$ cat src/hdl/uart_loader_pkg.sv
`default_nettype none

package uart_loader_pkg;

	// serial frame, 8N1
	localparam int DATA_BITS = 8;
	localparam int BIT_CNT_W = $clog2(DATA_BITS);

	// rx sampling, 16 samples per bit
	localparam int OVERSAMPLE = 16;
	localparam int OS_CNT_W = $clog2(OVERSAMPLE);

	// clocks per sample tick, so one bit is 32 clocks
	localparam int CLKS_PER_TICK = 2;
	localparam int TICK_CNT_W = (CLKS_PER_TICK > 1) ? $clog2(CLKS_PER_TICK) : 1;

	// msb-first packing of four bytes per instruction word
	localparam int BYTES_PER_WORD = 4;
	localparam int SLOT_W = $clog2(BYTES_PER_WORD);

	// instruction memory geometry
	localparam int IMEM_ADDR_W = 8;
	localparam int IMEM_DEPTH = 256;

	typedef logic [DATA_BITS-1:0] byte_t;
	typedef logic [DATA_BITS*BYTES_PER_WORD-1:0] word_t;
	typedef logic [IMEM_ADDR_W-1:0] imem_addr_t;
	// one extra bit so a full memory still fits
	typedef logic [IMEM_ADDR_W:0] word_count_t;

	// internal counters
	typedef logic [TICK_CNT_W-1:0] tick_cnt_t;
	typedef logic [OS_CNT_W-1:0] os_cnt_t;
	typedef logic [BIT_CNT_W-1:0] bit_cnt_t;
	typedef logic [SLOT_W-1:0] slot_t;

	// reserved word, ends the load and starts the cpu
	localparam word_t END_MARKER = 32'hFFFF_FFFF;

endpackage

`default_nettype wire

$ cat src/hdl/program_loader.sv
`default_nettype none
`timescale 1ns/10ps

module program_loader
(
	input  logic clk,
	input  logic reset,
	input  logic word_valid,
	input  uart_loader_pkg::word_t word_data,
	output logic mem_we,
	output uart_loader_pkg::imem_addr_t mem_waddr,
	output uart_loader_pkg::word_t mem_wdata,
	output logic cpu_enable,
	output uart_loader_pkg::word_count_t loaded_words
);

	typedef enum logic
	{
		LD_LOADING,
		LD_RUNNING
	} load_state_t;

	// count value of the last free slot
	localparam uart_loader_pkg::word_count_t LAST_SLOT =
		uart_loader_pkg::word_count_t'(uart_loader_pkg::IMEM_DEPTH - 1);

	load_state_t state;
	logic is_marker;

	assign is_marker = (word_data == uart_loader_pkg::END_MARKER);

	// write straight through in the valid cycle, lands on the next edge
	assign mem_we = word_valid && !is_marker && (state == LD_LOADING);
	// count doubles as write address
	assign mem_waddr = loaded_words[uart_loader_pkg::IMEM_ADDR_W-1:0];
	assign mem_wdata = word_data;

	always_ff @(posedge clk or posedge reset)
	begin
		if (reset)
		begin
			state <= LD_LOADING;
			loaded_words <= '0;
		end
		else
		begin
			case (state)
				LD_LOADING:
				begin
					if (word_valid)
					begin
						if (is_marker)
						begin
							// marker is neither stored nor counted
							state <= LD_RUNNING;
						end
						else
						begin
							loaded_words <= loaded_words + 1'b1;
							// memory full, start the cpu without a marker
							if (loaded_words == LAST_SLOT)
							begin
								state <= LD_RUNNING;
							end
						end
					end
				end
				LD_RUNNING:
				begin
					// words ignored until reset
					state <= LD_RUNNING;
				end
				default:
				begin
					state <= LD_LOADING;
				end
			endcase
		end
	end

	// high from the cycle after the marker, falls only on reset
	assign cpu_enable = (state == LD_RUNNING);

endmodule

`default_nettype wire

$ cat config.mk
export PLATFORM = sky130hd
export DESIGN_NAME = program_loader
export DESIGN_NICKNAME = d
export VERILOG_FILES = /design/src/hdl/uart_loader_pkg.sv /design/src/hdl/program_loader.sv
export SDC_FILE = /design/constraint.sdc
export NUM_CORES = 1
export LEC_CHECK = 0
export BUFFER_PORTS_ARGS = -buffer_cell sky130_fd_sc_hd__buf_4
export CAP_MARGIN = 40
export CORE_MARGIN = 5
export CORE_UTILIZATION = 38
export CTS_CLUSTER_SIZE = 28
export DETAILED_ROUTE_END_ITERATION = 12
export PLACE_DENSITY = 0.82
export RECOVER_POWER = 25
export SYNTH_ARGS = -nofsm -noshare
export SYNTH_HDL_FRONTEND = slang
export SYNTH_SLANG_ARGS = --single-unit
$ cat constraint.sdc
create_clock -name clk -period 3.15 [get_ports clk]
set_input_delay 0.1575 -clock clk [delete_from_list [all_inputs] [get_ports clk]]
set_output_delay 0.1575 -clock clk [all_outputs]
set_load 0.05 [all_outputs]
* After elaboration in Yosys (flattened, before gate mapping) *
Index checks and enable logic that the tools add are counted.

cells by class
  reductions and logical operators = 4
  add/sub/neg operators = 1
  multiplexer cells = 4
  bitwise logic cells = 2
  equality and inequality tests = 2

operators by type and width
  kind                    count
  $eq A32 B32 Y1 const B  1
  $add A9 B1 Y9 const B   1
  $eq A9 B8 Y1 const B    1
  $mux W1                 3
  $reduce_and A3 Y1       1
  $logic_and A1 B1 Y1     2
  $not A1 Y1              2
  $pmux W1 S2             1
  $logic_not A1 Y1        1

word-level totals
  bits of input ports = 35
  output and inout port bits = 51
  logic and storage cells = 15
  register bits = 10

* Longest topological paths before layout *
  word-level depth = 5
  mapped depth = 6
  mapped depth without buffers = 6

* Worst setup path before layout *
Ideal clock, no wire load.

  kind = reg-to-reg
  start = register loaded_words[0]
  end = register loaded_words[8]
  setup slack = 1,589 ps
  cell stages (with the launch flop) = 6
  path buffers = 0
  period minus slack after synthesis = 1,561 ps
  data required time = 3,072 ps
  data arrival time = 1,483 ps
  setup time = 78 ps
  cells stage by stage = dfrtp_1 ha_1 nand3_1 nor2_1 ha_1 a21oi_1

on the way
  word-level cells in the longest chain between the ends = 1

RTL lines
  element                 line                  RTL
  from (decl)             program_loader.sv:14  output uart_loader_pkg::word_count_t loaded_words
  from (signal assigned)  program_loader.sv:59  loaded_words <= loaded_words + 1'b1;
  $add A9 B1 Y9           program_loader.sv:59

No other way between the ends.
A chain may end at the register's enable or synchronous reset.

* Final worst setup path *
  start = register state (netlist: cpu_enable)
  end = output mem_we

on the way
  word-level cells in the longest chain between the ends = 2

RTL lines
  element                 line                  RTL
  from (decl)             program_loader.sv:27  load_state_t state;
  from (signal assigned)  program_loader.sv:42  state <= LD_LOADING;
  from (signal assigned)  program_loader.sv:55  state <= LD_RUNNING;
  from (signal assigned)  program_loader.sv:63  state <= LD_RUNNING;
  $not A1 Y1              -
  $logic_and A1 B1 Y1     program_loader.sv:33  assign mem_we = word_valid && !is_marker && (state == LD_LOADING);
  to (decl)               program_loader.sv:10  output logic mem_we,

No other way between the ends.

==> impl_metrics.csv <==
group,metric,value,unit
power,peakVddDrop,669,µV
timing,worst_slew_pin_slew,0.730,ns
setup_path,crit_buf_inv,1,
setup_path,crit_path_cell_trace,"a211oi_2, buf_4",
min_path,hold_path_class,"in2reg",
placed_design,io_buffers,85,
setup_path,reg2reg_slack,1.64,ns
clocking,cts_sinks,10,
clocking,post_cts_buffers,0,
setup_path,crit_type,"reg2out",
grt,grt_max_degree,12,
setup_path,required,2.99,ns
grt,track_usage,13.2,%
floorplanning,die_area,3260,µm²
yosys,syn-num-nets,127,
floorplanning,fp.coreArea,2170,µm²
timing,hold_violations,0,
placed_design,dpl.hpwl,2.02,mm
timing,fmax,580,MHz
floorplanning,die_w,57.1,µm
clocking,htreeDepth,1,
yosys,synth_area,843,µm²
timing,skew,0.000230,ns
power,p_total,990,µW
timing,slew_violations,0,
detailed_routing,wl,2.30,mm
setup_path,critical_path_arrival,1.57,ns
detailed_routing,via_per_inst,4.55,
detailed_routing,post-route-drc-count,0,
yosys,syn_avg_cell_area,9.37,µm²
detailed_routing,dr.pass1.iters,2,
timing,period_needed,1.72,ns
clocking,cts_inserted_buffers,3,
detailed_routing,avgRoutedWirePerCell,13.9,µm
clocking,postCtsHoldBufs,1,
floorplanning,start_util,38.9,%
clocking,cts_tree,"built",
setup_path,max_stage_delay,0.59,ns
placed_design,globalplace.congestion,0.779,
job,cap_violations,0,
setup_path,cp_slowest_cell,"a211oi_2",
yosys,ys_types,18,
floorplanning,fp.dieH,57.1,µm
detailed_routing,drt_iter0_drc,9,
clocking,clock_path_buffers,2,
yosys,synth-seq-area-share,29.7,%
yosys,syn_inst,90,
yosys,ys_seq_elements,10,
timing,rsz0062_at_grt,"false",
detailed_routing,drtAntennaViolNets,0,
grt,grt-ovfl-total,0,
detailed_routing,via_count,756,
yosys,ys_warn_count,0,
clocking,clk_latency,0.25,ns
timing,tns,0,ns
layout,drive_gt1_share,55.1,%
grt,antenna_found_initial,0,
floorplanning,rows,17,
layout,nets,177,
clocking,clk_pin_slew_worst_paths,0.06,ns
timing,relSlewSlack,51.2,%
power,p_leak,0.585,nW
status,status,"complete, no violations",
grt,grt_pass1_wl,3.45,mm
setup_path,path_delay_family,"compound AO/OA/AOI/OAI gates",
timing,min_period_over_period,54.7,%
power,power.density,843,nW/µm²
layout,n_antenna_cell,0,
setup_path,start_kind,"flip-flop",
clocking,cts-resized-gates,0,
setup_path,cp_max_fo,11,
clocking,cts_root_buf,"clkbuf_4",
layout,area_delta_synth_final,39.2,%
grt,grt_pass1_vias,763,
timing,setup_viol,0,
setup_path,endpoint_kind,"output pin",
layout,final_util,54.1,%
floorplanning,io_pins,86,
==> stage by stage <==
stage	hold slack, ns	instances	area, µm²	setup slack, ns
after floorplan	-0.00232	90	843	1.59
after global placement	0.151	162	1200	1.60
after detailed placement	0.161	162	1200	1.54
after CTS	0.188	166	1240	1.41
after global routing	0.199	166	1170	1.33
final	0.196	166	1170	1.43
==> worst register-to-register path, cell delays in order, from the launching register on <==
cell	delay (ns)
dfrtp_1	0.40
a211oi_2	0.59
mux2_2	0.41
==> logic make-up (layout without fill, tap and decap cells) <==
group	after synthesis	count (layout)	share of synthesized area (%)
AOI/OAI and AO/OA	4	4	3.56
xor gates and xnor gates	7	7	7.27
adders and majority gates	2	2	2.97
buffers and inverters	44	92	38.3
DFF	10	10	29.7
muxes	1	1	1.34
and+or+nand+nor	22	22	16.9
==> sequential cells by signal, indices dropped and copies added (netlist names) <==
| register | cells |
|---|---|
| cpu_enable | 1 |
| loaded_words | 9 |
==> report_power, final <==
group          total (mW)  switching, mW  internal (mW)
registers           0.238         0.0648          0.173
clock network      0.0805         0.0368         0.0437
logic               0.672          0.473          0.198
total               0.990          0.575          0.415
==> layout make-up <==
class | instances | area [µm²]
flip-flops and latches | 10 | 250
repair buffers | 86 | 584
well taps | 28 | 35.0
multi-input cells | 36 | 270
fillers | 212 | 996
inverters | 3 | 11.3
clock buffers | 3 | 22.5
==> routing by layer <==
layer	GRT usage [%]	vias to the layer above	routed length (µm)
met2	25.4	47	1220
met1	13.6	346	815
li1	-	363	-
met5	0	-	0
met4	4.97	0	0
met3	3.17	0	265
==> synth_stat cells <==
cell	n	share of area, %
and3_1	2	1.5
xnor2_1	6	6.2
a211oi_2	1	1.5
nor4_2	2	3.0
nand2_1	3	1.3
xor2_1	1	1.0
o21bai_1	1	0.89
a21oi_1	2	1.2
nand4_2	1	1.5
inv_1	3	1.3
nor2_1	2	0.89
dfrtp_1	10	30
nand4_1	11	8.2
ha_1	2	3.0
nand3_1	1	0.59
mux2_2	1	1.3
buf_4	40	36
buf_6	1	1.3
==> path summary, 6_finish.rpt <==
check,endpoint,from,cells past startpoint
setup reg to reg,loaded_words[1],cpu_enable,2
min in group asynchronous,loaded_words[7],reset,3
max in group asynchronous,loaded_words[8],reset,3
hold / removal,cpu_enable,word_valid,3
setup / recovery,mem_we,cpu_enable,2
hold reg to reg,loaded_words[7],loaded_words[7],1
==> cell usage in the layout (no fill, tap or decap) <==
master,count
nand2_1,3
clkbuf_1,17
a211oi_2,1
nand4_2,1
nand4_1,11
nand3_1,1
dlygate4sd3_1,1
ha_1,2
mux2_2,1
inv_1,3
clkbuf_4,3
o21bai_1,1
nor2_1,2
and3_1,2
nor4_2,2
buf_4,68
a21oi_1,2
dfrtp_1,10
xor2_1,1
xnor2_1,6
No activity file was read; power rests on OpenSTA's default activity.
