===== src/hdl/uart_loader_pkg.sv =====
`default_nettype none

package uart_loader_pkg;

	// serial frame, 8N1
	localparam int DATA_BITS = 8;
	localparam int BIT_CNT_W = $clog2(DATA_BITS);

	// rx sampling, 16 samples per bit
	localparam int OVERSAMPLE = 16;
	localparam int OS_CNT_W = $clog2(OVERSAMPLE);

	// clocks per sample tick, so one bit is 32 clocks
	localparam int CLKS_PER_TICK = 2;
	localparam int TICK_CNT_W = (CLKS_PER_TICK > 1) ? $clog2(CLKS_PER_TICK) : 1;

	// msb-first packing of four bytes per instruction word
	localparam int BYTES_PER_WORD = 4;
	localparam int SLOT_W = $clog2(BYTES_PER_WORD);

	// instruction memory geometry
	localparam int IMEM_ADDR_W = 8;
	localparam int IMEM_DEPTH = 256;

	typedef logic [DATA_BITS-1:0] byte_t;
	typedef logic [DATA_BITS*BYTES_PER_WORD-1:0] word_t;
	typedef logic [IMEM_ADDR_W-1:0] imem_addr_t;
	// one extra bit so a full memory still fits
	typedef logic [IMEM_ADDR_W:0] word_count_t;

	// internal counters
	typedef logic [TICK_CNT_W-1:0] tick_cnt_t;
	typedef logic [OS_CNT_W-1:0] os_cnt_t;
	typedef logic [BIT_CNT_W-1:0] bit_cnt_t;
	typedef logic [SLOT_W-1:0] slot_t;

	// reserved word, ends the load and starts the cpu
	localparam word_t END_MARKER = 32'hFFFF_FFFF;

endpackage

`default_nettype wire


===== src/hdl/uart_rx.sv =====
`default_nettype none
`timescale 1ns/10ps

module uart_rx
(
	input  logic clk,
	input  logic reset,
	input  logic tick,
	input  logic rx,
	output logic byte_valid,
	output uart_loader_pkg::byte_t byte_data,
	output logic frame_error
);

	typedef enum logic [1:0]
	{
		RX_IDLE,
		RX_START,
		RX_DATA,
		RX_STOP
	} rx_state_t;

	// half a bit to confirm start, full bit between centres
	localparam uart_loader_pkg::os_cnt_t OS_HALF =
		uart_loader_pkg::os_cnt_t'(uart_loader_pkg::OVERSAMPLE / 2 - 1);
	localparam uart_loader_pkg::os_cnt_t OS_LAST =
		uart_loader_pkg::os_cnt_t'(uart_loader_pkg::OVERSAMPLE - 1);
	localparam uart_loader_pkg::bit_cnt_t BIT_LAST =
		uart_loader_pkg::bit_cnt_t'(uart_loader_pkg::DATA_BITS - 1);

	rx_state_t state;
	logic rx_meta;
	logic rx_sync;
	logic rx_prev;
	uart_loader_pkg::os_cnt_t os_cnt;
	uart_loader_pkg::bit_cnt_t bit_cnt;
	uart_loader_pkg::byte_t shreg;

	// two-flop sync, third flop for falling-edge detect
	// all idle high out of reset so no false start
	always_ff @(posedge clk or posedge reset)
	begin
		if (reset)
		begin
			rx_meta <= 1'b1;
			rx_sync <= 1'b1;
			rx_prev <= 1'b1;
		end
		else
		begin
			rx_meta <= rx;
			rx_sync <= rx_meta;
			rx_prev <= rx_sync;
		end
	end

	always_ff @(posedge clk or posedge reset)
	begin
		if (reset)
		begin
			state <= RX_IDLE;
			os_cnt <= '0;
			bit_cnt <= '0;
			byte_valid <= 1'b0;
			frame_error <= 1'b0;
		end
		else
		begin
			// strobes last one cycle
			byte_valid <= 1'b0;
			frame_error <= 1'b0;
			case (state)
				RX_IDLE:
				begin
					os_cnt <= '0;
					// needs a real high-to-low edge, a line stuck low after a
					// bad stop bit does not restart the frame
					if (rx_prev && !rx_sync)
					begin
						state <= RX_START;
					end
				end
				RX_START:
				begin
					if (tick)
					begin
						if (os_cnt == OS_HALF)
						begin
							os_cnt <= '0;
							bit_cnt <= '0;
							// glitch shorter than half a bit, drop it
							state <= rx_sync ? RX_IDLE : RX_DATA;
						end
						else
						begin
							os_cnt <= os_cnt + 1'b1;
						end
					end
				end
				RX_DATA:
				begin
					if (tick)
					begin
						if (os_cnt == OS_LAST)
						begin
							os_cnt <= '0;
							if (bit_cnt == BIT_LAST)
							begin
								state <= RX_STOP;
							end
							else
							begin
								bit_cnt <= bit_cnt + 1'b1;
							end
						end
						else
						begin
							os_cnt <= os_cnt + 1'b1;
						end
					end
				end
				RX_STOP:
				begin
					if (tick)
					begin
						if (os_cnt == OS_LAST)
						begin
							// stop bit centre decides byte or error
							byte_valid <= rx_sync;
							frame_error <= !rx_sync;
							os_cnt <= '0;
							state <= RX_IDLE;
						end
						else
						begin
							os_cnt <= os_cnt + 1'b1;
						end
					end
				end
				default:
				begin
					state <= RX_IDLE;
				end
			endcase
		end
	end

	// lsb first, shift in from the top at each bit centre
	always_ff @(posedge clk)
	begin
		if (state == RX_DATA && tick && os_cnt == OS_LAST)
		begin
			shreg <= {rx_sync, shreg[uart_loader_pkg::DATA_BITS-1:1]};
		end
	end

	// held through the stop state, so stable with byte_valid
	assign byte_data = shreg;

endmodule

`default_nettype wire


===== config.mk =====
export PLATFORM = sky130hd
export DESIGN_NAME = uart_rx
export DESIGN_NICKNAME = d
export VERILOG_FILES = /design/src/hdl/uart_loader_pkg.sv /design/src/hdl/uart_rx.sv
export SDC_FILE = /design/constraint.sdc
export NUM_CORES = 1
export LEC_CHECK = 0
export BUFFER_PORTS_ARGS = -buffer_cell sky130_fd_sc_hd__buf_4
export CORE_UTILIZATION = 58
export DETAILED_ROUTE_END_ITERATION = 7
export HOLD_SLACK_MARGIN = 0.12
export PLACE_DENSITY = 0.78
export SYNTH_ARGS = -nofsm -noshare
export SYNTH_HDL_FRONTEND = slang
export SYNTH_SLANG_ARGS = --single-unit

===== constraint.sdc =====
create_clock -name clk -period 2.7 [get_ports clk]
set_clock_uncertainty 0.15 [all_clocks]
set_input_delay 0.135 -clock clk [delete_from_list [all_inputs] [get_ports clk]]
set_output_delay 0.135 -clock clk [all_outputs]
set_load 0.02 [all_outputs]

Word-level counts from Yosys, hierarchy flattened
Index checks and enable logic that the tools add are counted.

word-level totals
  input port bits = 4
  flip-flop bits (word level) = 22
  word-level logic and storage cells = 64
  output and inout port bits = 10

cells by class
  mux-type cells = 27
  add/subtract/negate cells = 2
  reduce and logical (&&, ||, !) cells = 10
  eq/ne operators = 16

operator list
  kind                                                    number
  2-to-1 mux 2 bit                                        9
  inequality test 2 bit (second input constant)           9
  2-to-1 mux 4 bit                                        4
  2-to-1 mux 3 bit                                        5
  one-hot mux 4 bit (3 select lines)                      1
  one-hot mux 2 bit (4 select lines)                      1
  AND reduction 8 bit                                     1
  2-to-1 mux 1 bit                                        6
  one-hot mux 3 bit (2 select lines)                      1
  AND reduction 6 bit                                     1
  adder 4 x 1 -> 4 bit (second input constant)            1
  equality test 2 bit (second input constant)             2
  equality test 4 x 3 -> 1 bit (second input constant)    1
  equality test 4 bit (second input constant)             1
  adder 3 x 1 -> 3 bit (second input constant)            1
  equality test 3 bit (second input constant)             1
  logical AND 1 bit                                       3
  equality test 2 x 1 -> 1 bit (second input constant)    1
  logical NOT 2 bit                                       1
  inequality test 2 x 1 -> 1 bit (second input constant)  1
  AND reduction 2 bit                                     1
  nonzero test 2 bit                                      1
  OR reduction 2 bit                                      1
  logical NOT 1 bit                                       1

Depth between registers and ports, before layout
Gate-level depths: netlist of the first run.

  word-level depth = 5
  depth in mapped cells = 6
  mapped depth without buffers = 5

Least setup slack after synthesis of the first run
OpenSTA, ideal clock, no wires.

  path kind = reg-to-reg
  from = register os_cnt[0]
  to = register state[0]
  data arrival time = 1335 ps
  path buffers = 1
  cell stages (with the launch flop) = 7
  slack = 1076 ps
  clock period less this slack = 1624 ps
  required time = 2411 ps
  setup time = 139 ps
  cell sequence = dfrtp_1 -> ha_1 -> and3_1 -> buf_6 -> and4_2 -> o21ai_1 -> o221ai_1

on the way
  word-level cells in the longest chain between the ends = 3
  elaborated cells between the ends (all ways) = 6
  classes of those cells = eq/ne: 5; reduce/logical: 1

RTL lines
  item                                                                        line                                           text
  from (decl)                                                                 uart_rx.sv:35                                  uart_loader_pkg::os_cnt_t os_cnt;
  from (signal assigned)                                                      uart_rx.sv:96                                  os_cnt <= os_cnt + 1'b1;
  from (signal assigned)                                                      uart_rx.sv:118                                 os_cnt <= os_cnt + 1'b1;
  from (signal assigned)                                                      uart_rx.sv:136                                 os_cnt <= os_cnt + 1'b1;
  equality test 4 bit / equality test 4 x 3 -> 1 bit (equally long branches)  uart_rx.sv:104, uart_rx.sv:126, uart_rx.sv:87
  inequality test 2 bit (no line)                                             n/a
  AND reduction 8 bit (no line) *                                             n/a
  to (signal assigned)                                                        uart_rx.sv:92                                  state <= rx_sync ? RX_IDLE : RX_DATA;
  to (decl)                                                                   uart_rx.sv:31                                  rx_state_t state;

Every way passes the cells marked *; elsewhere a longest branch is shown, timed or not.
A chain may end at the register's enable or synchronous reset.

Worst setup path after layout of the first run
  from = register os_cnt[0]
  to = register shreg[5], in the netlist byte_data[5] (enable)

on the way
  word-level cells in the longest chain between the ends = 2

RTL lines
  item                  line            text
  equality test 4 bit   uart_rx.sv:151  if (state == RX_DATA && tick && os_cnt == OS_LAST)
  logical AND 1 bit     uart_rx.sv:151
  to (signal assigned)  uart_rx.sv:153  shreg <= {rx_sync, shreg[uart_loader_pkg::DATA_BITS-1:1]};
  to (decl)             uart_rx.sv:37   uart_loader_pkg::byte_t shreg;

No other way between the ends.

==> flow_metrics.tcl, run 1 <==
set metrics [dict create \
    avgSynthCellArea_um2 12.7 \
    crit_buf_inv 1 \
    nets 100 \
    r2r-end "byte_data[5]" \
    syn-num-nets 84 \
    setup_tns_ns 0 \
    wl_per_cell_um 14.5 \
    power_density_nw_per_um2 757 \
    worst_pin_slew_ns 0.535 \
    start_kind "flop" \
    path_cells "ha_1 > and3_1 > nand3_4 > inv_1" \
    remaining_drc_errors 0 \
    globalplace.congestion 0.838 \
    status "completed" \
    clk_pin_slew_ns 0.11 \
    reg2reg_from "os_cnt[0]" \
    path_class "flop to flop" \
    syn-instance-count 77 \
    core_um2 1540 \
    critPathRequiredTime_ns 2.54 \
    finalCriticalPeriod_ns 1.83 \
    maxCapViolCount 0 \
    rr_worst_depth 4 \
    rsz0062_at_grt "no" \
    cts_num_sinks 22 \
    die_h_um 43.0 \
    drt_iter0_drc 9 \
    drt_wl_total_mm 1.56 \
    die_x_um 43.0 \
    grt_pass1_vias 566 \
    cts_max_path_buffers 2 \
    power.leakage_nw 0.517 \
    slew_viol_final 0 \
    hold_class "flop to flop" \
    setup_viol 0 \
    arrival_ns 1.68 \
    row_count 14 \
    slowest_delay_ns 0.43 \
    postCtsSetupBuffers 0 \
    start_util_pct 63.4 \
    post_cts_resize_count 0 \
    ys_seq_area_share_pct 60.8 \
    async_reset_ff_share_pct 63.6 \
    drive_gt1_share_pct 26.1 \
    post-route-period-util_pct 68.0 \
    mostFrequentLayoutCell "buf_4" \
    hold_viol 0 \
    vias 617 \
    ios 14 \
    routed_via_density 5.71 \
    cts_tree "yes" \
    startpoint "os_cnt[0]" \
    synthFlopType "dfrtp_1" \
    max_freq_mhz 545 \
    clkLatencyLatePin_ns 0.31 \
    cp-endpoint "byte_data[5]" \
    synth-warning-count 0 \
    ctsHtreeMaxLevel 1 \
    mostFrequentLayoutCells "buf_4 (13), dfrtp_1 (11), inv_1 (8), edfxtp_1 (8), nor2_1 (7)" \
    drtPass1Iterations 4 \
    grtUsageTotal_pct 19.5 \
    cp_max_fo 8 \
    grt_start_max_net_pins 15 \
    antenna_found_initial 0 \
    cp.depth 4 \
    r2r_setup_slack_ns 0.87 \
    synth_edf_count 8 \
    cts_root_buf "clkbuf_4" \
    synth_area_um2 977 \
    p_total_mw 0.834 \
    post-dp-hpwl_mm 1.11 \
    relSlewSlack_pct 64.3 \
    hold_buffers 3 \
    cts_buffers 3 \
    cpMaxStageDelayCell "dfrtp_1" \
    synthToLayoutAreaGrowth_pct 12.7 \
    ant_nets 0 \
    path_delay_family "flip-flops" \
    synth-seq-cells 22 \
    yosys.cell_types.count 31 \
    vdd_drop_max_mv 0.623 \
    antenna_cells 0 \
    grt_pass1_wl_mm 2.50 \
    gr-total-overflow 0 \
    cp-end-kind "flop" \
    io_buffers 13 \
    dieArea_um2 1850 \
]
sequential cells by signal, summed over array words and instances (netlist names), named ones only:
name         flops
byte_data        8
state            1
frame_error      1
rx_prev          1
byte_valid       1
rx_meta          1
bit_cnt          3
rx_sync          1
os_cnt           4
cells by family (layout without fill, tap and decap cells):
kind of cell	count (synthesis)	after routing	synth area share [%]
buffers and inverters	13	28	8.19
multiplexers	4	4	4.23
adder cells (fa/ha/maj)	3	3	3.84
AND/OR/NAND/NOR	21	21	11.7
flip-flops	22	22	60.8
XOR/XNOR	1	1	0.896
AO/OA/AOI/OAI	13	13	10.4
layer usage:
| layer | vias to the layer above | wire length (um) | global-route usage [%] |
|---|---|---|---|
| li1 | 298 | - | - |
| met1 | 294 | 719 | 25.6 |
| met2 | 21 | 730 | 29.7 |
| met3 | 4 | 73 | 3.40 |
| met4 | 0 | 42 | 12.7 |
| met5 | - | 0 | 0 |
how the worst min path moves through the flow:
stage	slack (ns)	depth (start not counted)	from	to
6_report	0.23	0	rx_meta	rx_sync
5_1_grt	0.24	0	rx_meta	rx_sync
4_1_cts	0.23	0	rx_meta	rx_sync
3_5_place_dp	0.06	2	reset	bit_cnt[2]
3_3_place_gp	0.05	2	reset	bit_cnt[2]
2_1_floorplan	-0.13	1	reset	asynchronous set/reset pin
report_power, final:
| part | leakage (nW) | total [mW] | internal [mW] | switching (mW) |
|---|---|---|---|---|
| logic | 0.263 | 0.182 | 0.0908 | 0.0916 |
| clock network | 0.0150 | 0.152 | 0.0578 | 0.0947 |
| registers | 0.240 | 0.499 | 0.405 | 0.0936 |
| total | 0.517 | 0.834 | 0.554 | 0.280 |
synth_stat cells (2+ instances only):
master	number	area, um2
buf_6	2	22.5
a21oi_1	2	10.0
a31oi_1	2	12.5
inv_1	8	30.0
dfstp_2	3	78.8
ha_1	3	37.5
o21ai_0	2	10.0
nor2_1	7	26.3
dfrtp_1	11	275
nand3_1	3	15.0
nand2_1	5	18.8
edfxtp_1	8	240
mux2i_1	3	30.0
worst register-to-register path, delay by kind of cell (launching register included):
family                     cells  cell delay, ns
adders and majority gates      1            0.23
and+or+nand+nor                2            0.42
DFF                            1            0.43
buffers and inverters          1            0.29
cell type report:
cell class / instances / area, um2
multi-input cells: 42 / 303
well taps: 16 / 20.0
inverters: 8 / 30.0
clock buffers: 4 / 26.3
fillers: 107 / 440
flip-flops and latches: 22 / 594
repair buffers: 16 / 128
stage by stage:
| step | cells | instance area, um2 | hold slack [ns] | setup WS, ns | util, % |
|---|---|---|---|---|---|
| 6_report | 108 | 1100 | 0.227 | 0.865 | 71.4 |
| 5_1_grt | 108 | 1100 | 0.237 | 0.764 | 71.4 |
| 4_1_cts | 108 | 1100 | 0.231 | 0.864 | 71.4 |
| 3_5_place_dp | 101 | 1040 | 0.0570 | 0.887 | 67.8 |
| 3_3_place_gp | 101 | 1040 | 0.0461 | 0.980 | 67.8 |
| 2_1_floorplan | 77 | 977 | -0.128 | 1.08 | - |
(Power assumes the default switching activity.)
==> inputs of run 2 (changes only) <==
- CORE_UTILIZATION: 58 -> 54
- PLACE_DENSITY: 0.78 -> 0.73
- clock period: 2.7 -> 1.7 ns (I/O delays scaled with it)
==> run 2 against run 1 <==
Critical path depth is 1 higher; clock-buffer cell count fell by 1; total power increased by 86%; via count increased by 2.3%; flip-flop and latch count unchanged; utilization is 1.9 points lower; global-route usage fell by 1.8 points; maximum frequency is 15% higher; clock power rose to 2.6 times the previous value; register-to-register slack lost 0.76 ns; critical path type unchanged; critical endpoint is now state[0]; largest cell class unchanged.
==> flow_metrics.tcl, run 2 (synthesized netlist as in run 1, its figures left out) <==
set metrics [dict create \
    die_h_um 44.5 \
    nets 105 \
    arrival_ns 1.63 \
    reg2reg_from "bit_cnt[0]" \
    cts_root_buf "clkbuf_4" \
    start_util_pct 57.2 \
    post-route-period-util_pct 93.8 \
    slew_viol_final 0 \
    cp-endpoint "state[0]" \
    critPathMostFrequentCell "ha_1" \
    cts_buffers 3 \
    cp.depth 5 \
    routed_via_density 5.17 \
    mostFrequentLayoutCells "buf_4 (18), dfrtp_1 (11), edfxtp_1 (8), inv_1 (7), nor2_1 (7)" \
    worst_slack_ns 0.106 \
    drt_wl_total_mm 1.53 \
    largest_register_ffs 8 \
    gr-total-overflow 0 \
    clk_pin_slew_ns 0.12 \
    power.leakage_nw 0.541 \
    path_cells "ha_1 > ha_1 > and4_2 > o21ai_1 > o221ai_1" \
    r2r_setup_slack_ns 0.11 \
    postCtsSetupBuffers 0 \
    hold_viol 0 \
    p_total_mw 1.55 \
    critPathRequiredTime_ns 1.73 \
    drive_gt1_share_pct 34.0 \
    post-place-ws_ns 0.0347 \
    crit_buf_inv 0 \
    cts_max_path_buffers 2 \
    cts_num_sinks 22 \
    ant_nets 0 \
    io_buffers 13 \
    row_count 15 \
    path_delay_family "adder cells" \
    multi_input_area_um2 310 \
    startpoint "bit_cnt[0]" \
    grt_pass1_vias 588 \
    relSlewSlack_pct 66.0 \
    maxCapViolCount 0 \
    slowest_delay_ns 0.42 \
    status "completed" \
    die_x_um 44.5 \
    fill_cells 124 \
    hold_class "input pin to asynchronous set/reset pin" \
    grt_pass1_wl_mm 2.45 \
    synthToLayoutAreaGrowth_pct 21.5 \
    post-dp-hpwl_mm 1.06 \
    dieArea_um2 1980 \
    wl_per_cell_um 12.5 \
    start_kind "flop" \
    antenna_cells 0 \
    grt_start_max_net_pins 15 \
    clkLatencyLatePin_ns 0.30 \
    vdd_drop_max_mv 1.11 \
    antenna_found_initial 0 \
    r2r-end "state[0]" \
    cp-end-kind "flop" \
    cpMaxStageDelayCell "dfrtp_1" \
    core_um2 1710 \
    power_density_nw_per_um2 1310 \
    drt_iter0_drc 23 \
    path_class "flop to flop" \
    remaining_drc_errors 0 \
    finalCriticalPeriod_ns 1.59 \
    regArea_um2 594 \
    cp_max_fo 3 \
    rsz0062_at_grt "no" \
    setup_tns_ns 0 \
    mostFrequentLayoutCell "buf_4" \
    fin_hold_ws_ns 0.204 \
    worst_pin_slew_ns 0.510 \
    grtUsageTotal_pct 17.7 \
    setup_viol 0 \
    ctsHtreeMaxLevel 1 \
    ios 14 \
    vias 631 \
    max_freq_mhz 627 \
    rr_worst_depth 5 \
    drtPass1Iterations 4 \
    globalplace.congestion 0.800 \
    cts_tree "yes" \
]
[run 2: worst reg2reg max path, cell delays in order (launching register included)]
cell and delay [ns]:
dfrtp_1 0.42, ha_1 0.21, ha_1 0.23, and4_2 0.24, o21ai_1 0.12, o221ai_1 0.11
[run 2: repair_timing]
| action | in CTS | in global routing |
|---|---|---|
| endpoints found under the setup margin | 0 | 9 |
| gates resized for setup | 0 | 3 |
| hold buffers | 3 | 0 |
| endpoints found under the hold margin | 19 | 0 |
[run 2: worst min path at each step]
stage,startpoint,endpoint,slack (ns)
final,reset,bit_cnt[0],0.20
after global routing,rx_meta,rx_sync,0.22
after CTS,reset,bit_cnt[1],0.22
after detailed placement,reset,bit_cnt[1],0.006
after global placement,reset,bit_cnt[1],-0.002
after floorplan,reset,asynchronous set/reset pin,-0.18
[run 2: layout make-up]
cell class                      instances  share of cell area [%]
Clock inverter                          1                    2.53
Clock buffer                            3                    1.90
Timing Repair Buffer                   21                    13.9
Multi-Input combinational cell         42                    26.1
Tap cell                               25                    2.63
Sequential cell                        22                    50.1
Inverter                                8                    2.85
[run 2: power breakdown]
group | switching [mW] | leakage [nW] | internal (mW)
Combinational | 0.227 | 0.273 | 0.203
Sequential | 0.0885 | 0.240 | 0.644
Clock | 0.151 | 0.0279 | 0.238
[run 2: layer usage]
layer	share of wire [%]	vias up	GRT usage, %
met5	0	-	0
met4	1.6	0	9.09
met3	2.5	4	4.08
met2	50	12	28.2
met1	46	306	22.4
li1	-	309	-
[run 2: through the flow]
| stage | util [%] | area (um2) | std cells |
|---|---|---|---|
| floorplan | - | 977 | 77 |
| global placement | 64.0 | 1090 | 115 |
| detailed placement | 64.0 | 1090 | 115 |
| CTS | 68.9 | 1180 | 122 |
| global route | 69.5 | 1190 | 122 |
| finish | 69.5 | 1190 | 122 |
