===== src/hdl/uart_loader_pkg.sv =====
`default_nettype none

package uart_loader_pkg;

	// serial frame, 8N1
	localparam int DATA_BITS = 8;
	localparam int BIT_CNT_W = $clog2(DATA_BITS);

	// rx sampling, 16 samples per bit
	localparam int OVERSAMPLE = 16;
	localparam int OS_CNT_W = $clog2(OVERSAMPLE);

	// clocks per sample tick, so one bit is 32 clocks
	localparam int CLKS_PER_TICK = 2;
	localparam int TICK_CNT_W = (CLKS_PER_TICK > 1) ? $clog2(CLKS_PER_TICK) : 1;

	// msb-first packing of four bytes per instruction word
	localparam int BYTES_PER_WORD = 4;
	localparam int SLOT_W = $clog2(BYTES_PER_WORD);

	// instruction memory geometry
	localparam int IMEM_ADDR_W = 8;
	localparam int IMEM_DEPTH = 256;

	typedef logic [DATA_BITS-1:0] byte_t;
	typedef logic [DATA_BITS*BYTES_PER_WORD-1:0] word_t;
	typedef logic [IMEM_ADDR_W-1:0] imem_addr_t;
	// one extra bit so a full memory still fits
	typedef logic [IMEM_ADDR_W:0] word_count_t;

	// internal counters
	typedef logic [TICK_CNT_W-1:0] tick_cnt_t;
	typedef logic [OS_CNT_W-1:0] os_cnt_t;
	typedef logic [BIT_CNT_W-1:0] bit_cnt_t;
	typedef logic [SLOT_W-1:0] slot_t;

	// reserved word, ends the load and starts the cpu
	localparam word_t END_MARKER = 32'hFFFF_FFFF;

endpackage

`default_nettype wire


===== src/hdl/word_assembler.sv =====
`default_nettype none
`timescale 1ns/10ps

module word_assembler
(
	input  logic clk,
	input  logic reset,
	input  logic byte_valid,
	input  uart_loader_pkg::byte_t byte_data,
	output logic word_valid,
	output uart_loader_pkg::word_t word_data
);

	localparam uart_loader_pkg::slot_t SLOT_LAST =
		uart_loader_pkg::slot_t'(uart_loader_pkg::BYTES_PER_WORD - 1);

	// which byte of the word comes next, 0 is the msb lane
	uart_loader_pkg::slot_t slot;
	uart_loader_pkg::word_t word_reg;

	always_ff @(posedge clk or posedge reset)
	begin
		if (reset)
		begin
			slot <= '0;
			word_valid <= 1'b0;
		end
		else
		begin
			// one-cycle pulse, independent of the next strobe
			word_valid <= byte_valid && (slot == SLOT_LAST);
			if (byte_valid)
			begin
				// wraps back to the msb lane after the fourth byte
				slot <= slot + 1'b1;
			end
		end
	end

	// lane fill, first byte of a group into 31:24
	always_ff @(posedge clk)
	begin
		if (byte_valid)
		begin
			word_reg[(SLOT_LAST - slot) * uart_loader_pkg::DATA_BITS +:
				uart_loader_pkg::DATA_BITS] <= byte_data;
		end
	end

	// complete word is stable until the next byte lands
	assign word_data = word_reg;

endmodule

`default_nettype wire


===== config.mk =====
export PLATFORM = sky130hd
export DESIGN_NAME = word_assembler
export DESIGN_NICKNAME = d
export VERILOG_FILES = /design/src/hdl/uart_loader_pkg.sv /design/src/hdl/word_assembler.sv
export SDC_FILE = /design/constraint.sdc
export NUM_CORES = 1
export LEC_CHECK = 0
export ABC_AREA = 0
export BUFFER_PORTS_ARGS = -buffer_cell sky130_fd_sc_hd__buf_2
export CAP_MARGIN = 10
export CORE_ASPECT_RATIO = 0.9
export CORE_UTILIZATION = 34
export CTS_CLUSTER_DIAMETER = 100
export DETAILED_ROUTE_END_ITERATION = 10
export HOLD_SLACK_MARGIN = 0.02
export SLEW_MARGIN = 0
export SYNTH_ARGS = -nofsm -noshare
export SYNTH_HDL_FRONTEND = slang
export SYNTH_SLANG_ARGS = --single-unit

===== constraint.sdc =====
create_clock -name clk -period 2.8 [get_ports clk]
set_clock_uncertainty 0.1 [all_clocks]
set_input_delay 0.56 -clock clk [delete_from_list [all_inputs] [get_ports clk]]
set_output_delay 0.56 -clock clk [all_outputs]
set_load 0.005 [all_outputs]

Word level (Yosys, flattened, before mapping)

Index checks and enable logic that the tools add are counted.
Widths: inputs -> output; s select.

Register bits: 35
Bits of input ports: 11
Output and inout bits: 33
Word-level logic and storage cells: 11

$add $sub $neg: 3
Equal/unequal tests: 1
Shift-type cells: 2
Mux-type cells: 1
Reductions and logical operators: 1

Operator list:

| operator                | number |
|---|---|
| $neg 32->34             | 1 |
| $shift 8x34->32 const A | 1 |
| $shiftx 8x34->32        | 1 |
| $bwmux 32               | 1 |
| $sub 2x2->3 const A     | 1 |
| $add 2x1->2 const B     | 1 |
| $eq 2x2->1 const B      | 1 |
| $logic_and 1x1->1       | 1 |

Logic depth before layout (Yosys ltp)

Gate-level depths: netlist of the first run.

Depth after elaboration: 4
Depth in mapped cells: 5
Depth with buffers taken out: 4

Worst setup path before layout of the first run

OpenSTA, ideal clock, no wires.

Kind: reg-to-reg
Start: register slot[0]
End: register word_reg[0] (netlist: word_data[0]) (data pin)
Library setup time: 0.255 ns
Arrival: 1.411 ns
Required time: 2.445 ns
Setup slack: 1.034 ns
Cell stages (with the launch flop): 6
Buffers on the path: 1
Period minus slack after synthesis: 1.766 ns
Path through: dfrtp_1 buf_2 inv_1 ha_1 and4b_1 and2_1

Cells in the longest elaborated chain, start to end: 4
Elaborated cells on any way between the ends: 5
Classes of those cells: add/sub (2); shift (2); mux (1)

RTL lines:

| element                                                    | RTL line             | text |
|---|---|---|
| start: declaration                                         | word_assembler.sv:18 | `uart_loader_pkg::slot_t slot;` |
| start signal: assignment                                   | word_assembler.sv:35 | `slot <= slot + 1'b1;` |
| $sub 2x2->3 (*)                                            | word_assembler.sv:45 | `word_reg[(SLOT_LAST - slot) * uart_loader_pkg::DATA_BITS +:` |
| $neg 32->34 (*)                                            | word_assembler.sv:45 |  |
| $shiftx 8x34->32 / $shift 8x34->32 (equally long branches) | word_assembler.sv:45 |  |
| $bwmux 32 (*)                                              | word_assembler.sv:45 |  |
| end: declaration                                           | word_assembler.sv:19 | `uart_loader_pkg::word_t word_reg;` |

Every way passes the cells marked *; elsewhere a longest branch is shown, timed or not.
A chain may end at the register's enable or synchronous reset.

Final worst setup path of the first run

Start: register slot[0]
End: register word_reg[15] (netlist: word_data[15]) (data pin)

Same word-level chain as after synthesis.

==> key figures, run 1 <==
Finish
  – Fin nets: 154
  – Post-route cell area: 1790 sq um
  – Layout cells sized above 1: 38.1%
  – Fin util: 46.4%
  – Most frequent cells in the layout: buf_2 (43), and2_1 (33), edfxtp_1 (32)
  – Ant. Diodes: 0
  – Syn-to-layout area delta: 26.5%
  – Most common cell after layout, fill and taps aside: buf_2

GRT
  – Largest net degree at the start of global routing: 13
  – Vias in the first global route: 814
  – Overflow after GRT: 0
  – Met3 usage: 5.44%
  – M2 GR Usage: 19.4%
  – Gr busiest metal: met2
  – Global-route wire length before repair: 4220 microns
  – Antenna violations before repair: 0
  – GRT Total Usage: 13.3%
  – Routing usage on met1: 17.7%

Critical path
  – Worst EP required: 2.85 ns
  – R2r setup slk: 0.77 ns
  – Critical path cell sequence: inv_1 > ha_1 > nor3b_2 > and2_1
  – CP Class: reg2reg
  – Crit path buf inv count: 1
  – Cell family with most CP delay: flip-flops
  – Critical Path Sink Type: flop
  – Slowest CP cell: dfrtp_1
  – Crit path launch type: flop
  – R2R depth: 4
  – Critical Path AT: 2.08 ns
  – Max FO, Critical Path: 12
  – Worst r2r src: slot[0]
  – Reg2reg end: word_data[15]
  – Crit path depth: 4
  – Largest stage delay, worst path: 0.62 ns

Detailed routing
  – DRC: 0
  – Via count: 847
  – Iter 0 DRT Violations: 53
  – DR pass1 iterations: 4
  – Vias per cell: 4.58
  – DRT Wirelength: 2610 microns
  – Wire length per cell: 14.1 microns
  – ANT nets after route: 0

Timing
  – Worst-Margin Slew: 0.444 ns
  – Post-route setup TNS: 0 ns
  – Peak Freq: 0.493 GHz
  – Fin worst setup slack: 0.770 ns
  – Tcrit/Tclk final: 72.5%
  – RSZ-0062 raised after global routing: false
  – Pins Over Slew Limit: 0
  – Setup violations, final: 0
  – Final Hold Viols: 0
  – Relative slew slack: 70.4%
  – Fin crit period: 2.03 ns

Synth
  – Netlist Area Pre-Place: 1420 sq um
  – Sequential-to-total area share from yosys stat: 73.1%
  – Post-synth net total: 105
  – Avg Inst Size Synth: 15.9 sq um
  – Synth Instances: 89
  – Synth cell types: 16
  – Synth Register Bits: 35
  – Yosys synthesis warning count: 0

Placement
  – RePlAce Congestion: 0.715
  – HPWL after DPL: 1890 microns
  – Number of I/O port buffers: 43
  – Setup WS pre-CTS: 0.785 ns
  – Placed Area: 1690 sq um

Die
  – Row Count: 21
  – Core footprint: 3860 sq um
  – Initial Util: 36.7%
  – Die area: 4430 sq um
  – Die Span Y: 63.3 microns
  – Ports: 44
  – Die Wd: 70.1 microns

Pwr
  – Pint: 1210 uW
  – Sequential Power Share: 47.6%
  – Gate power share: 26.7%
  – Lkg Pwr: 0.000743 uW
  – Sw Ratio: 28.7%
  – Switching power: 488 uW
  – Clock power share: 25.7%
  – Worst ir drop on vdd: 0.000351 V
  – Power per cell area: 947 nW/um^2

Clock tree
  – Hold buffers post-CTS: 0
  – Clock Latency Late Sink: 0.28 ns
  – H-tree lvl count: 2
  – Clk Tree Root Cell: clkbuf_8
  – Post-CTS setup buffers: 0
  – Post_cts resized: 0
  – Clock-pin slew on the worst setup and hold paths: 0.07 ns
  – Longest Clk Path Bufs: 2
  – CTS Buf Count: 5
  – CTS tree: built
  – CTS Sinks: 35

Flow run
  – Max cap viols: 0

Outcome
  – Status: finished, final reports clean

Worst hold path
  – Type of the tightest min-delay check: in2async
-- registers in the layout, summed over array words and instances, names as in the netlist --
signal,cells
word_data,32
slot,2
word_valid,1
-- Yosys cell counts (all sizes together) --
cell type   n  share of area [%]
nor2        1               0.26
and4bb      1               0.88
and4b       1               0.71
buf         1               0.35
xor2        1               0.62
dfrtp       3                5.3
nand2       2               0.53
nor3b       2                1.8
edfxtp     32                 68
o21ai       1               0.35
nor3        2                1.1
or3b        1               0.62
ha          5                4.4
inv         3               0.79
and2       33                 15
-- layout make-up --
type	instances	area, sq um
clock inverter	3	38.8
tap	46	57.6
timing repair buffer	43	215
inverter	3	11.3
multi-input combinational	50	365
fill	344	2070
clock buffer	5	68.8
sequential	35	1040
-- through the flow --
| stage | total power (uW) | hold slack (ns) | cells |
|---|---|---|---|
| final | 1700 | 0.0259 | 185 |
| after global routing | 1810 | 0.0227 | 185 |
| after CTS | 1710 | 0.0228 | 185 |
| after detailed placement | 1280 | 0.330 | 177 |
| after global placement | 1260 | 0.324 | 177 |
| after floorplan | 1100 | 0.214 | 89 |
-- power groups by stage --
| stage | sequential, uW | clock (uW) | combinational [uW] |
|---|---|---|---|
| final | 807 | 436 | 454 |
| after global routing | 823 | 471 | 520 |
| after CTS | 811 | 441 | 463 |
| after detailed placement | 817 | 0 | 460 |
| after global placement | 813 | 0 | 445 |
| after floorplan | 808 | 0 | 289 |
-- per-layer routing --
layer / vias up / share of wire [%]
li1: 403 / -
met1: 398 / 47
met2: 41 / 43
met3: 5 / 8.2
met4: 0 / 1.6
met5: - / 0
-- worst max-delay path by stage --
stage                     startpoint            end
after global routing         slot[0]  word_data[15]
final                        slot[0]  word_data[15]
after detailed placement     slot[0]  word_data[31]
after CTS                    slot[0]  word_data[31]
after global placement       slot[0]   word_data[0]
after floorplan              slot[0]   word_data[0]
-- kinds of logic (layout without fill, tap and decap cells) --
family	after synthesis	count (layout)	share of synthesized area, %
and+or+nand+nor	43	43	20.4
DFF	35	35	73.1
adders and majority gates	5	5	4.41
buffers and inverters	4	54	1.15
AOI/OAI and AO/OA	1	1	0.353
xor gates and xnor gates	1	1	0.618
Note: power is estimated with default switching activity, not from simulation.
==> run 2, diff against run 1 <==
==> constraint.sdc (replaced) <==
create_clock -name clk -period 1.68 [get_ports clk]
set_clock_uncertainty 0.1 [all_clocks]
set_input_delay 0.336 -clock clk [delete_from_list [all_inputs] [get_ports clk]]
set_output_delay 0.336 -clock clk [all_outputs]
set_load 0.005 [all_outputs]
==> run 2 against run 1 <==
Power is 88% higher. Maximum frequency increased by 24%. Hold slack gained 0.20 ns. Via count increased by 4.1%. Clock-buffer cell count rose by 1. Worst setup slack lost 0.73 ns. Register-to-register slack got worse by 0.73 ns. Combinational power increased by 120%. Global-route usage up 0.80 points. Critical endpoint is now word_data[9]. Largest cell class unchanged. Largest power group unchanged. Highest routed layer unchanged.
==> key figures, run 2 (same netlist as run 1, synthesis figures left out) <==
Outcome
  – Status: finished, final reports clean

Worst hold path
  – Type of the tightest min-delay check: in2reg
  – Hold Path Sink: slot[0]
  – Hold Path Origin: byte_valid
  – Hold Path Depth: 2

Placement
  – RePlAce Congestion: 0.877 (+23%)
  – Number of I/O port buffers: 43 (unchanged)
  – Placed insts: 180 (+1.7%)
  – HPWL after DPL: 2160 microns (+15%)

Finish
  – Post-route insts no fill: 189 (+2.2%)
  – Fin util: 49.0% (+2.6 points)
  – Ant. Diodes: 0 (unchanged)
  – Multi-input logic area: 397 sq um (+8.6%)
  – Layout fillers: 342 (-0.58%)
  – Layout cells sized above 1: 44.1% (+5.9 points)
  – Syn-to-layout area delta: 33.6%
  – Register area: 1040 sq um (unchanged)
  – Largest register FFs: 32 (unchanged)
  – Most common cell after layout, fill and taps aside: buf_2
  – Fin nets: 158 (+2.6%)
  – Most frequent cells in the layout: buf_2 (43), edfxtp_1 (32), and2_1 (31)

Detailed routing
  – ANT nets after route: 0 (unchanged)
  – Iter 0 DRT Violations: 24 (-55%)
  – Wire length per cell: 15.7 microns (+11%)
  – DRC: 0 (unchanged)
  – Via count: 882 (+4.1%)
  – Vias per cell: 4.67 (+1.9%)
  – DRT Wirelength: 2960 microns (+13%)
  – DR pass1 iterations: 4 (unchanged)

Critical path
  – Crit path launch type: flop
  – Slowest CP cell: or3b_4
  – Critical Path Sink Type: flop
  – Critical Path AT: 1.66 ns (-0.42 ns)
  – R2R depth: 4 (unchanged)
  – Worst EP required: 1.71 ns (-1.14 ns)
  – Largest stage delay, worst path: 0.41 ns (-0.21 ns)
  – CP Class: reg2reg
  – Reg2reg end: word_data[9]
  – Critical path cell sequence: buf_4 > ha_1 > or3b_4 > nor3b_2
  – Crit path buf inv count: 1 (unchanged)
  – R2r setup slk: 0.04 ns (-0.73 ns)
  – Max FO, Critical Path: 6 (-6)
  – Worst r2r src: slot[0]
  – Cell family with most CP delay: simple AND/OR/NAND/NOR gates

Flow run
  – Max cap viols: 0 (unchanged)

Die
  – Core footprint: 3860 sq um (unchanged)
  – Initial Util: 36.7% (unchanged)
  – Die area: 4430 sq um (unchanged)
  – Ports: 44 (unchanged)
  – Die Wd: 70.1 microns (unchanged)
  – Row Count: 21 (unchanged)
  – Die Span Y: 63.3 microns (unchanged)

Timing
  – Fin crit period: 1.64 ns (-0.393 ns)
  – Worst hold slack: 0.223 ns (+0.197 ns)
  – Worst-Margin Slew: 0.403 ns (-0.0415 ns)
  – Relative slew slack: 73.0% (+2.6 points)
  – Final Hold Viols: 0 (unchanged)
  – Pins Over Slew Limit: 0 (unchanged)
  – RSZ-0062 raised after global routing: true
  – Setup violations, final: 0 (unchanged)
  – Tcrit/Tclk final: 97.4% (+25 points)
  – Peak Freq: 0.611 GHz (+24%)

GRT
  – Global-route wire length before repair: 4450 microns (+5.4%)
  – Vias in the first global route: 855 (+5.0%)
  – GRT Total Usage: 14.1% (+0.80 points)
  – Antenna violations before repair: 0 (unchanged)
  – Overflow after GRT: 0 (unchanged)
  – Largest net degree at the start of global routing: 12 (-1)

Clock tree
  – Clk Tree Root Cell: clkbuf_8
  – Longest Clk Path Bufs: 2 (unchanged)
  – H-tree lvl count: 2 (unchanged)
  – CTS Buf Count: 5 (unchanged)
  – CTS tree: built
  – Clock-pin slew on the worst setup and hold paths: 0.07 ns (about the same)
  – Clock Latency Late Sink: 0.28 ns (about the same)
  – CTS Sinks: 35 (unchanged)
  – Post-CTS setup buffers: 0 (unchanged)

Pwr
  – Lkg Pwr: 0.000779 uW (+4.9%)
  – Power per cell area: 1690 nW/um^2 (+78%)
  – Worst ir drop on vdd: 0.000796 V (+130%)
-- run 2: worst max path at each step --
stage          startpoint       endpoint  cells after the start
2_1_floorplan     slot[0]   word_data[0]                      5
3_3_place_gp      slot[0]   word_data[9]                      4
3_5_place_dp      slot[1]  word_data[10]                      4
4_1_cts           slot[0]  word_data[25]                      4
5_1_grt           slot[0]   word_data[8]                      4
6_report          slot[0]   word_data[9]                      4
-- run 2: area by class of cell --
class | count | area share [%]
Sequential cell | 35 | 54.7
Multi-Input combinational cell | 50 | 20.9
Timing Repair Buffer | 47 | 13.7
Clock buffer | 6 | 3.83
Clock inverter | 2 | 3.17
Tap cell | 46 | 3.04
Inverter | 3 | 0.594
-- run 2: worst reg2reg max path, cell delays in order (launching register included) --
cell,delay [ns]
dfrtp_1,0.40
buf_4,0.18
ha_1,0.22
or3b_4,0.41
nor3b_2,0.17
-- run 2: power by group --
part / total [uW] / internal, uW / leakage [uW] / switching [uW]
Clock: 892 / 593 / 0.0000654 / 298
Sequential: 1310 / 1240 / 0.000332 / 67.4
Combinational: 994 / 468 / 0.000382 / 526
Total: 3200 / 2300 / 0.000779 / 891
-- run 2: metrics by stage --
step           power [uW]  cell area (sq um)  TNS [ns]  setup WS, ns
4_1_cts              3180               1880         0        0.0252
3_5_place_dp         2260               1730         0       0.00344
3_3_place_gp         2210               1730         0        0.0753
5_1_grt              3380               1890   -0.0155      -0.00886
6_report             3200               1890         0        0.0432
2_1_floorplan        1870               1430         0        0.0304
-- run 2: repair_timing --
action,CTS,global route
setup endpoints to repair,2,17
endpoints found under the hold margin,3,0
hold buffers,1,0
pin swaps,0,0
resized for setup,1,6
-- run 2: metal layers --
metal / track usage, % / wire (microns) / up-vias
met4: 3.75 / 25 / 0
met3: 5.92 / 207 / 4
met1: 16.8 / 1280 / 421
li1: - / - / 413
met5: 0 / 0 / -
met2: 23.4 / 1450 / 44
==> run 3, diff against run 2 <==
--- a/config.mk
+++ b/config.mk
@@ -13,6 +13,7 @@
 export CTS_CLUSTER_DIAMETER = 100
 export DETAILED_ROUTE_END_ITERATION = 10
 export HOLD_SLACK_MARGIN = 0.02
+export REMOVE_ABC_BUFFERS = 1
 export SLEW_MARGIN = 0
 export SYNTH_ARGS = -nofsm -noshare
 export SYNTH_HDL_FRONTEND = slang
==> run 3 against run 2 <==
First-iteration DRC count is 50% higher. Global-route usage decreased by 1.1 points. Final cell count unchanged. Sequential power about the same. Clock power shrank 0.7%. Critical path type unchanged. Critical endpoint unchanged.
==> key figures, run 3 (same netlist as run 1, synthesis figures left out) <==
Outcome
  – Status: finished, final reports clean

Placement
  – Setup WS pre-CTS: -0.0438 ns (-0.0472 ns)
  – Placed insts: 179 (-0.56%)
  – HPWL after DPL: 1960 microns (-9.2%)
  – RePlAce Congestion: 0.778 (-11%)
  – Number of I/O port buffers: 43 (unchanged)

Critical path
  – Critical Path AT: 1.66 ns (about the same)
  – Largest stage delay, worst path: 0.41 ns (about the same)
  – Worst EP required: 1.71 ns (about the same)
  – Critical path origin: slot[0]
  – CP Class: reg2reg
  – Worst r2r src: slot[0]
  – Critical path cell sequence: buf_4 > ha_1 > or3b_4 > nor3b_2
  – Max FO, Critical Path: 6 (unchanged)
  – Crit path launch type: flop
  – Cell family with most CP delay: simple AND/OR/NAND/NOR gates
  – Critical Path Sink Type: flop
  – Slowest CP cell: dfrtp_1
  – Crit path buf inv count: 1 (unchanged)

Die
  – Ports: 44 (unchanged)
  – Row Count: 21 (unchanged)
  – Initial Util: 36.7% (unchanged)
  – Die Wd: 70.1 microns (unchanged)
  – Die area: 4430 sq um (unchanged)
  – Core footprint: 3860 sq um (unchanged)
  – Die Span Y: 63.3 microns (unchanged)

Finish
  – Post-route insts no fill: 189 (unchanged)
  – Most frequent cells in the layout: buf_2 (43), and2_1 (33), edfxtp_1 (32)
  – Layout cells sized above 1: 43.4% (-0.70 points)
  – Ant. Diodes: 0 (unchanged)
  – Fin util: 48.5% (-0.52 points)
  – Layout fillers: 339 (-0.88%)
  – Largest register FFs: 32 (unchanged)
  – Most common cell after layout, fill and taps aside: buf_2
  – Syn-to-layout area delta: 32.2%
  – Fin nets: 158 (unchanged)
  – Register area: 1040 sq um (unchanged)
  – Multi-input logic area: 389 sq um (-1.9%)

Clock tree
  – H-tree lvl count: 2 (unchanged)
  – Clk Tree Root Cell: clkbuf_8
  – CTS Sinks: 35 (unchanged)
  – CTS Buf Count: 5 (unchanged)
  – CTS tree: built
  – Longest Clk Path Bufs: 2 (unchanged)
  – Clock Latency Late Sink: 0.28 ns (about the same)
  – Clock-pin slew on the worst setup and hold paths: 0.07 ns (about the same)

Detailed routing
  – DR pass1 iterations: 4 (unchanged)
  – ANT nets after route: 0 (unchanged)
  – Vias per cell: 4.52 (-3.2%)
  – DRT Wirelength: 2660 microns (-10%)
  – DRC: 0 (unchanged)
  – Via count: 854 (-3.2%)
  – Wire length per cell: 14.1 microns (-10%)
  – Iter 0 DRT Violations: 36 (+50%)

Pwr
  – Worst ir drop on vdd: 0.000696 V (-13%)
  – Lkg Pwr: 0.000771 uW (-0.98%)
  – Power per cell area: 1660 nW/um^2 (-1.3%)

GRT
  – Overflow after GRT: 0 (unchanged)
  – Largest net degree at the start of global routing: 12 (unchanged)
  – Vias in the first global route: 831 (-2.8%)
  – Global-route wire length before repair: 4140 microns (-7.0%)
  – GRT Total Usage: 13.0% (-1.1 points)
  – Antenna violations before repair: 0 (unchanged)

Timing
  – Fin worst setup slack: 0.0569 ns (+0.0137 ns)
  – Worst-Margin Slew: 0.415 ns (+0.0125 ns)
  – Relative slew slack: 72.3% (-0.69 points)
  – Final Hold Viols: 0 (unchanged)
  – Peak Freq: 0.616 GHz (+0.84%)
  – Setup violations, final: 0 (unchanged)
  – Fin crit period: 1.62 ns (-0.0137 ns)
  – Tcrit/Tclk final: 96.6% (-0.82 points)
  – Pins Over Slew Limit: 0 (unchanged)

Worst hold path
  – Hold Path Origin: byte_valid
  – Type of the tightest min-delay check: in2reg

Flow run
  – Max cap viols: 0 (unchanged)
run 3: cell counts in the layout (fill, tap and decap cells not counted):
Identical to the previous run, type by type.
run 3: final timing paths:
check                      cells past startpoint  slack, ns      endpoint
setup / recovery                               4       0.06  word_data[9]
hold / removal                                 2       0.22       slot[0]
setup reg to reg                               4       0.06  word_data[9]
hold reg to reg                                2       0.51       slot[0]
max in group asynchronous                      3       0.99    word_valid
min in group asynchronous                      3       0.36       slot[1]
run 3: what timing repair did:
| item | in CTS | in global routing |
|---|---|---|
| resized for setup | 3 | 4 |
| hold buffers | 1 | 0 |
| hold endpoints to repair | 3 | 0 |
| buffers inserted | 0 | 1 |
| endpoints found under the setup margin | 18 | 18 |
| pin swaps | 0 | 0 |
run 3: metrics by stage:
step | instance area, sq um | TNS, ns | power [uW] | hold slack (ns)
floorplan | 1410 | -1.42 | 1820 | -0.0104
detailed placement | 1700 | -0.275 | 2160 | 0.112
global placement | 1700 | -0.109 | 2130 | 0.106
finish | 1870 | 0 | 3120 | 0.216
global route | 1870 | -0.00966 | 3310 | 0.227
CTS | 1860 | 0 | 3090 | 0.205
run 3: final cells by class:
class | count | area share (%)
well taps | 46 | 3.07
repair buffers | 47 | 13.2
multi-input cells | 50 | 20.8
inverters | 3 | 0.601
flip-flops and latches | 35 | 55.3
clock buffers | 6 | 3.87
clock inverters | 2 | 3.20
run 3: routing by layer:
| metal | up-vias | track usage, % | wire, microns |
|---|---|---|---|
| met1 | 401 | 15.7 | 1210 |
| met2 | 36 | 20.1 | 1230 |
| li1 | 413 | - | - |
| met3 | 4 | 6.56 | 197 |
| met4 | 0 | 4.50 | 19 |
| met5 | - | 0 | 0 |
run 3: where the power goes:
| group | internal, uW | switching [uW] |
|---|---|---|
| registers | 1240 | 65.3 |
| logic | 437 | 489 |
| clock network | 593 | 293 |
